<file path="src/sramtest_settings.svh">
`ifndef SRAMTEST_SETTINGS_SVH
`define SRAMTEST_SETTINGS_SVH

// number of sram macros sharing the two ports
`define SRAMTEST_NUM_CHIPS 8

// chip-select field, wide enough to index every macro
`define SRAMTEST_SELECT_SIZE 3

// per-port field widths
`define SRAMTEST_ADDR_SIZE 8
`define SRAMTEST_DATA_SIZE 32
`define SRAMTEST_WMASK_SIZE 4 // one bit per byte of data

`endif

</file>
<file path="src/sramtest_pkg.sv">
`include "sramtest_settings.svh"

package sramtest_pkg;

	// addr + din + wmask + csb + web
	localparam int PORT_SIZE = `SRAMTEST_ADDR_SIZE + `SRAMTEST_DATA_SIZE +
		`SRAMTEST_WMASK_SIZE + 2;

	// chip select followed by port0 and port1
	localparam int TOTAL_SIZE = `SRAMTEST_SELECT_SIZE + 2 * PORT_SIZE;

	// one port of the command register, msb first
	typedef struct packed {
		logic [`SRAMTEST_ADDR_SIZE-1:0]  addr;
		logic [`SRAMTEST_DATA_SIZE-1:0]  din;
		logic                            csb;   // active low
		logic                            web;   // active low write enable
		logic [`SRAMTEST_WMASK_SIZE-1:0] wmask;
	} port_field_t;

	// full command register as seen on the la bus and the scan chain
	typedef struct packed {
		logic [`SRAMTEST_SELECT_SIZE-1:0] chip_select;
		port_field_t                      port0;
		port_field_t                      port1;
	} cmd_reg_t;

	// read data of every macro for one port
	typedef logic [`SRAMTEST_NUM_CHIPS-1:0][`SRAMTEST_DATA_SIZE-1:0] chip_data_t;

	// one active-low select per macro
	typedef logic [`SRAMTEST_NUM_CHIPS-1:0] chip_csb_t;

	// what the command register does on the next edge
	typedef enum logic [1:0] {
		op_hold,
		op_scan,
		op_load,
		op_capture
	} reg_op_t;

endpackage

</file>
<file path="src/sramtest_ctrl.sv">
`timescale 1ns/1ps

`include "sramtest_settings.svh"

module sramtest_ctrl (
	input  logic                   clk,
	input  logic                   resetn,
	input  logic                   gpio_in_i,        // serial scan data
	input  logic                   gpio_scan_i,
	input  logic                   la_in_load_i,
	input  logic                   gpio_sram_load_i,
	input  logic                   la_sram_load_i,
	input  sramtest_pkg::cmd_reg_t la_data_i,
	input  sramtest_pkg::cmd_reg_t capture_d_i,      // register with read data merged in
	output sramtest_pkg::cmd_reg_t cmd_q_o
);

	import sramtest_pkg::*;

	reg_op_t  op;
	cmd_reg_t cmd_q;
	logic     capture_req;

	// either strobe requests a capture of the read data
	assign capture_req = gpio_sram_load_i | la_sram_load_i;

	// fixed priority: scan, then la load, then capture
	always_comb begin
		if (gpio_scan_i) begin
			op = op_scan;
		end else if (la_in_load_i) begin
			op = op_load;
		end else if (capture_req) begin
			op = op_capture;
		end else begin
			op = op_hold;
		end
	end

	always_ff @(posedge clk) begin
		if (!resetn) begin
			cmd_q <= '0;
		end else begin
			case (op)
				op_scan:    cmd_q <= {cmd_q[TOTAL_SIZE-2:0], gpio_in_i}; // shift toward msb
				op_load:    cmd_q <= la_data_i;
				op_capture: cmd_q <= capture_d_i;
				default:    cmd_q <= cmd_q;
			endcase
		end
	end

	assign cmd_q_o = cmd_q;

	// the strobes come straight off pads, an x here would pick a random branch
	a_strobe_known: assert property (
		@(posedge clk) disable iff (!resetn)
		!$isunknown({gpio_scan_i, la_in_load_i, gpio_sram_load_i, la_sram_load_i})
	) else $error("sramtest_ctrl: unknown strobe");

	// an x shifted in would travel through every field and reach the sram controls
	a_scan_data_known: assert property (
		@(posedge clk) disable iff (!resetn)
		(op == op_scan) |-> !$isunknown(gpio_in_i)
	) else $error("sramtest_ctrl: unknown scan data");

endmodule

</file>
<file path="src/sram_port_drive.sv">
`timescale 1ns/1ps

`include "sramtest_settings.svh"

module sram_port_drive (
	input  sramtest_pkg::port_field_t        field_i,
	input  logic [`SRAMTEST_SELECT_SIZE-1:0] chip_select_i,
	input  logic                             global_csb_i,   // forces every macro off
	output logic [`SRAMTEST_ADDR_SIZE-1:0]   addr_o,
	output logic [`SRAMTEST_DATA_SIZE-1:0]   din_o,
	output logic                             web_o,
	output logic [`SRAMTEST_WMASK_SIZE-1:0]  wmask_o,
	output sramtest_pkg::chip_csb_t          csb_o
);

	import sramtest_pkg::*;

	logic      csb_eff;
	chip_csb_t csb_vec;

	// shared lines go to every macro unchanged
	assign addr_o  = field_i.addr;
	assign din_o   = field_i.din;
	assign web_o   = field_i.web;
	assign wmask_o = field_i.wmask;

	// either select being high keeps the chosen macro idle
	assign csb_eff = field_i.csb | global_csb_i;

	// all macros inactive except the chosen one, which gets the gated select
	always_comb begin
		csb_vec = '1;
		csb_vec[chip_select_i] = csb_eff;
	end

	assign csb_o = csb_vec;

endmodule

</file>
<file path="src/read_capture_mux.sv">
`timescale 1ns/1ps

`include "sramtest_settings.svh"

module read_capture_mux (
	input  sramtest_pkg::cmd_reg_t   cmd_q_i,
	input  sramtest_pkg::chip_data_t sram_data0_i,  // port 0 read data, one word per macro
	input  sramtest_pkg::chip_data_t sram_data1_i,  // port 1 read data, one word per macro
	output sramtest_pkg::cmd_reg_t   capture_d_o
);

	import sramtest_pkg::*;

	logic [`SRAMTEST_SELECT_SIZE-1:0] sel;
	logic [`SRAMTEST_DATA_SIZE-1:0]   read_data0;
	logic [`SRAMTEST_DATA_SIZE-1:0]   read_data1;
	cmd_reg_t                         capture_d;

	// same macro as the one the csb vectors point at
	assign sel = cmd_q_i.chip_select;

	// read word of the selected macro, per port
	assign read_data0 = sram_data0_i[sel];
	assign read_data1 = sram_data1_i[sel];

	// read data lands in the din fields so it can be shifted or read out
	// over the la bus, everything else is kept as it was
	always_comb begin
		capture_d           = cmd_q_i;
		capture_d.port0.din = read_data0;
		capture_d.port1.din = read_data1;
	end

	assign capture_d_o = capture_d;

endmodule

</file>
<file path="src/sramtest_top.sv">
`timescale 1ns/1ps

`include "sramtest_settings.svh"

module sramtest_top (
	input  logic                             clk,
	input  logic                             resetn,
	// serial scan from gpio
	input  logic                             gpio_in_i,
	input  logic                             gpio_scan_i,
	input  logic                             gpio_sram_load_i,
	// parallel access from the logic analyzer
	input  logic                             la_in_load_i,
	input  logic                             la_sram_load_i,
	input  sramtest_pkg::cmd_reg_t           la_data_i,
	input  logic                             global_csb_i,
	// read data from each macro
	input  sramtest_pkg::chip_data_t         sram_data0_i,
	input  sramtest_pkg::chip_data_t         sram_data1_i,
	// shared port 0
	output logic [`SRAMTEST_ADDR_SIZE-1:0]   addr0_o,
	output logic [`SRAMTEST_DATA_SIZE-1:0]   din0_o,
	output logic                             web0_o,
	output logic [`SRAMTEST_WMASK_SIZE-1:0]  wmask0_o,
	output sramtest_pkg::chip_csb_t          csb0_o,
	// shared port 1
	output logic [`SRAMTEST_ADDR_SIZE-1:0]   addr1_o,
	output logic [`SRAMTEST_DATA_SIZE-1:0]   din1_o,
	output logic                             web1_o,
	output logic [`SRAMTEST_WMASK_SIZE-1:0]  wmask1_o,
	output sramtest_pkg::chip_csb_t          csb1_o,
	// readout
	output sramtest_pkg::cmd_reg_t           la_data_o,
	output logic                             gpio_o
);

	import sramtest_pkg::*;

	cmd_reg_t cmd_q;
	cmd_reg_t capture_d;

	sramtest_ctrl u_ctrl (
		.clk              (clk),
		.resetn           (resetn),
		.gpio_in_i        (gpio_in_i),
		.gpio_scan_i      (gpio_scan_i),
		.la_in_load_i     (la_in_load_i),
		.gpio_sram_load_i (gpio_sram_load_i),
		.la_sram_load_i   (la_sram_load_i),
		.la_data_i        (la_data_i),
		.capture_d_i      (capture_d),
		.cmd_q_o          (cmd_q)
	);

	sram_port_drive u_port0 (
		.field_i       (cmd_q.port0),
		.chip_select_i (cmd_q.chip_select),
		.global_csb_i  (global_csb_i),
		.addr_o        (addr0_o),
		.din_o         (din0_o),
		.web_o         (web0_o),
		.wmask_o       (wmask0_o),
		.csb_o         (csb0_o)
	);

	sram_port_drive u_port1 (
		.field_i       (cmd_q.port1),
		.chip_select_i (cmd_q.chip_select), // both ports address the same macro
		.global_csb_i  (global_csb_i),
		.addr_o        (addr1_o),
		.din_o         (din1_o),
		.web_o         (web1_o),
		.wmask_o       (wmask1_o),
		.csb_o         (csb1_o)
	);

	read_capture_mux u_capture (
		.cmd_q_i      (cmd_q),
		.sram_data0_i (sram_data0_i),
		.sram_data1_i (sram_data1_i),
		.capture_d_o  (capture_d)
	);

	// serial readout shifts out of the msb while new bits enter at bit 0
	assign gpio_o    = cmd_q[TOTAL_SIZE-1];
	assign la_data_o = cmd_q;

endmodule

</file>
<file path="config.mk">
export PLATFORM = sky130hd
export DESIGN_NAME = sramtest_top
export DESIGN_NICKNAME = d
export VERILOG_FILES = /design/src/sramtest_pkg.sv /design/src/sramtest_ctrl.sv /design/src/sram_port_drive.sv /design/src/read_capture_mux.sv /design/src/sramtest_top.sv
export VERILOG_INCLUDE_DIRS = /design/src
export SDC_FILE = /design/constraint.sdc
export NUM_CORES = 1
export LEC_CHECK = 0
export ABC_CLOCK_PERIOD_IN_PS = 1600
export BUFFER_PORTS_ARGS = -buffer_cell sky130_fd_sc_hd__buf_2
export CORE_AREA = 2 2 318 320
export CTS_BUF_LIST = sky130_fd_sc_hd__clkbuf_16
export CTS_CLUSTER_DIAMETER = 100
export DETAILED_ROUTE_END_ITERATION = 12
export DIE_AREA = 0 0 320 322
export PLACE_DENSITY = 0.36
export SLEW_MARGIN = 20
export SYNTH_ARGS = -nofsm -noshare
export SYNTH_HDL_FRONTEND = slang
export SYNTH_SLANG_ARGS = --single-unit
</file>
<file path="constraint.sdc">
create_clock -name clk -period 1.6 [get_ports clk]
set_input_delay 0.16 -clock clk [delete_from_list [all_inputs] [get_ports clk]]
set_output_delay 0.16 -clock clk [all_outputs]
set_load 0.05 [all_outputs]
</file>
==> metrics.json <==
{
  "outcome": "finished with violations",
  "violations": "setup timing",
  "timing.hold.worst.start": "sram_data0_i[189]",
  "timing.final.max_slew_violations": 0,
  "syn-num-nets": 1780,
  "crit_arrival_ns": 1.74,
  "initialDrtViolationCount": 751,
  "dieArea_mm2": 0.1030,
  "sinks_on_clock_net": 95,
  "worst_path_max_stage_delay_ns": 0.40,
  "groute.usage.overall": 0.1968,
  "maximum_resistive_drop_on_vdd_v": 0.0005484,
  "final_layout_size_suffix_gt1_frac": 0.7377,
  "critical_path.startpoint_type": "flip-flop",
  "io_buffers": 816,
  "h_tree_level_count": 3,
  "hp-class": "input pin to flip-flop",
  "max_capacitance_violation_count": 0,
  "die-width_um": 320,
  "worst_hold_path.endpoint": "u_ctrl.cmd_q_o[81]",
  "sequence_of_cells_on_the_critical_path": "buf_6 -> or2_4 -> buf_12 -> nor2_4 -> nand2_2 -> buf_12",
  "cts_made_buffers": 9,
  "largest_register_ffs": 95,
  "pwr-share-clk": 0.178,
  "postRouteWirelength_mm": 106.3,
  "cp_common_cell": "sky130_fd_sc_hd__buf_12",
  "antenna_violating_nets_post_route": 0,
  "worst_hold_slack_ns": 0.04236,
  "ys_seq_area_frac": 0.1957,
  "synth-edff-count": 0,
  "max-slew-margin-rel": 0.5518,
  "switching_pwr_mw": 6.432,
  "placedInstanceArea_mm2": 0.01675,
  "grt_pass1_wl_mm": 135.3,
  "dp_hpwl_mm": 87.28,
  "static-leakage-power_nw": 9.349,
  "detailroute.via_count": 14466,
  "tritoncts_clock_tree": "yes",
  "nature_of_the_critical_path_endpoint": "output port",
  "setup-tns-final_ns": -15.59,
  "synth_area_per_cell_um2": 8.342,
  "post_synth_num_cell_types": 61,
  "preCtsSetupSlack_ns": -0.8424,
  "place.gp.congestion": 0.8649,
  "max_slew.worst_pin.slew_ns": 0.6652,
  "power.density_cell_area_mw_per_mm2": 643.1,
  "syn-instance-count": 1165,
  "grt_start_max_net_pins": 59,
  "design_power_total_mw": 13.59,
  "combPwrFrac": 0.600,
  "die-height_um": 322,
  "unrepaired_setup_endpoints_after_global_routing": "yes",
  "power.internal_mw": 7.162,
  "detail_route.first_pass.iterations": 4,
  "layout-area-overhead-vs-synth_pct": 117.5,
  "boundary_pins": 817,
  "r2r.worst_path.cells": 8,
  "power.share.sequential": 0.222,
  "worst_skew_pair.late_latency_ns": 0.40,
  "final.period_utilization": 1.189,
  "hold_path_depth": 2,
  "reg2reg_slack_ns": -0.29,
  "num-nets-final": 2741,
  "top_achievable_clock_speed_ghz": 0.5258,
  "route.detailed.drc": 0,
  "crit_path_max_delay_cell_type": "sky130_fd_sc_hd__dfxtp_4",
  "gr-total-overflow": 0,
  "grt_antenna_before_repair": 85,
  "cp.required_ns": 1.44,
  "period_minus_slack_ns": 1.902,
  "wl_per_cell_um": 30.78,
  "final_hold_viol_count": 0,
  "clk_root_buffer_cell": "sky130_fd_sc_hd__clkbuf_16",
  "core_region_area_mm2": 0.09957,
  "clock_path_buffers": 2,
  "postSynth.asyncResetShare": 0,
  "clock_skew_ns": 0.007718,
  "initial_core_util": 0.09760,
  "synth_ff_type": "sky130_fd_sc_hd__dfxtp_1",
  "cpLargestDelayFamily": "buffers and inverters",
  "core.rowCount": 116,
  "cp_num_buf_inv": 3,
  "fin_ws_ns": -0.3019,
  "synth.cell_area_mm2": 0.009718,
  "finish.instance_area_mm2": 0.02114,
  "timing.final.setup_violations": 84,
  "worst_r2r_startpoint": "u_ctrl.cmd_q_o[93]",
  "yosys_register_bits": 95,
  "p_sw_frac": 0.4731,
  "critical_path_class": "flip-flop to output port",
  "vias_per_cell": 4.187,
  "grt_pass1_vias": 14473,
  "clk_transition_reported_paths_ns": 0.08,
  "ys.warnings.count": 0,
  "rr_endpoint": "u_ctrl.cmd_q_o[29]",
  "crit_fanout": 7
}
-- synthesized netlist by cell type, types with 4 or more instances --
cell	instances	area, um^2
sky130_fd_sc_hd__a211oi_1	39	292.8
sky130_fd_sc_hd__a21oi_1	68	340.3
sky130_fd_sc_hd__a221oi_1	21	183.9
sky130_fd_sc_hd__a22oi_1	7	52.55
sky130_fd_sc_hd__a2bb2oi_1	29	254.0
sky130_fd_sc_hd__and2_1	4	25.02
sky130_fd_sc_hd__buf_1	10	37.54
sky130_fd_sc_hd__buf_2	50	250.2
sky130_fd_sc_hd__buf_4	106	795.8
sky130_fd_sc_hd__buf_6	6	67.56
sky130_fd_sc_hd__clkbuf_1	48	180.2
sky130_fd_sc_hd__dfxtp_1	95	1902
sky130_fd_sc_hd__inv_1	6	22.52
sky130_fd_sc_hd__mux2_2	75	844.6
sky130_fd_sc_hd__mux2i_1	94	940.9
sky130_fd_sc_hd__mux4_2	6	135.1
sky130_fd_sc_hd__nand2_1	75	281.5
sky130_fd_sc_hd__nand2b_1	14	87.58
sky130_fd_sc_hd__nand3_1	10	50.05
sky130_fd_sc_hd__nand3b_1	6	45.04
sky130_fd_sc_hd__nor2_1	43	161.4
sky130_fd_sc_hd__nor2b_1	15	93.84
sky130_fd_sc_hd__nor3_1	10	50.05
sky130_fd_sc_hd__nor4_1	6	37.54
sky130_fd_sc_hd__o2111ai_1	10	87.58
sky130_fd_sc_hd__o211a_1	31	310.3
sky130_fd_sc_hd__o21a_1	10	75.07
sky130_fd_sc_hd__o21ai_0	45	225.2
sky130_fd_sc_hd__o221a_2	23	259.0
sky130_fd_sc_hd__o221ai_1	61	534.3
sky130_fd_sc_hd__o22a_1	5	43.79
sky130_fd_sc_hd__o22ai_1	56	350.3
sky130_fd_sc_hd__o32a_1	16	160.2
sky130_fd_sc_hd__o32ai_1	13	113.9
sky130_fd_sc_hd__or3_1	7	43.79
-- power by group through the flow --
stage	combinational (mW)	clock, mW	sequential (mW)
6_report	8.16	2.42	3.01
5_1_grt	8.58	2.63	3.06
4_1_cts	7.68	2.59	3.04
3_5_place_dp	6.59	0	3.10
3_3_place_gp	6.61	0	3.10
2_1_floorplan	2.98	0	3.59
-- cells by family after synthesis --
group / share of synthesized area
compound gates: 0.3671
buf+inv: 0.1410
flops: 0.1957
mux: 0.1976
simple gates: 0.09862
-- through the flow --
step	cells	util
4_1_cts	3407	0.1967
5_1_grt	3438	0.2119
3_5_place_dp	3303	0.1683
2_1_floorplan	1165	-
3_3_place_gp	3303	0.1683
6_report	3455	0.2123
-- metal layers --
metal	vias to the layer above	wire length [um]	GRT usage
met5	-	478	0
met4	80	2072	0.03756
met3	163	8576	0.06502
met2	664	53640	0.3555
met1	7074	41570	0.2253
li1	6485	-	-
-- final cells by class --
type / instances / area, um^2
clock buffers: 10 / 250.2
fillers: 11107 / 78430
inverters: 7 / 36.28
diodes: 26 / 65.06
multi-input cells: 841 / 8736
clock inverters: 6 / 35.03
flip-flops and latches: 95 / 1926
well taps: 1298 / 1624
repair buffers: 1172 / 8467
-- worst max-delay path by stage --
stage | startpoint | to | depth (start not counted) | slack, ns
global placement | u_ctrl.cmd_q_o[92] | u_ctrl.cmd_q_o[32] | 6 | -0.82
CTS | u_ctrl.cmd_q_o[93] | u_ctrl.cmd_q_o[32] | 7 | -0.37
floorplan | u_ctrl.cmd_q_o[93] | csb1_o[0] | 6 | -0.06
finish | u_ctrl.cmd_q_o[92] | csb1_o[0] | 6 | -0.30
global route | u_ctrl.cmd_q_o[92] | csb1_o[0] | 6 | -0.38
detailed placement | u_ctrl.cmd_q_o[92] | u_ctrl.cmd_q_o[32] | 6 | -0.84
-- layout by cell type, fill, tap and decap left out, types with 8 or more instances in the layout --
cell,count
sky130_fd_sc_hd__buf_2,791
sky130_fd_sc_hd__buf_4,187
sky130_fd_sc_hd__dfxtp_1,82
sky130_fd_sc_hd__buf_6,75
sky130_fd_sc_hd__mux2i_1,73
sky130_fd_sc_hd__nand2_1,64
sky130_fd_sc_hd__buf_12,62
sky130_fd_sc_hd__a21oi_1,50
sky130_fd_sc_hd__buf_8,43
sky130_fd_sc_hd__mux2_2,39
sky130_fd_sc_hd__o21ai_0,36
sky130_fd_sc_hd__mux2_4,36
sky130_fd_sc_hd__nor2_1,33
sky130_fd_sc_hd__o221ai_2,31
sky130_fd_sc_hd__o211a_1,31
sky130_fd_sc_hd__diode_2,26
sky130_fd_sc_hd__o22ai_1,26
sky130_fd_sc_hd__a211oi_2,24
sky130_fd_sc_hd__a2bb2oi_1,23
sky130_fd_sc_hd__o22ai_2,21
sky130_fd_sc_hd__a221oi_1,17
sky130_fd_sc_hd__o221ai_4,17
sky130_fd_sc_hd__a21oi_2,16
sky130_fd_sc_hd__o32a_1,16
sky130_fd_sc_hd__o221a_2,16
sky130_fd_sc_hd__o221ai_1,13
sky130_fd_sc_hd__clkbuf_16,12
sky130_fd_sc_hd__mux2i_4,11
sky130_fd_sc_hd__o21a_1,10
sky130_fd_sc_hd__mux2i_2,10
sky130_fd_sc_hd__dfxtp_2,10
sky130_fd_sc_hd__a211oi_4,9
sky130_fd_sc_hd__o22ai_4,9
sky130_fd_sc_hd__buf_16,9
sky130_fd_sc_hd__nor2_4,8
sky130_fd_sc_hd__nand3_4,8
-- timing repair --
action                                  CTS  global route
endpoints found under the setup margin  104            85
buffers inserted                         82            44
gates cloned                             11             2
pin swaps                                92           132
endpoints found under the hold margin     1             0
hold buffers                              1             0
resized for setup                       358           264
No activity file was read; power rests on OpenSTA's default activity.
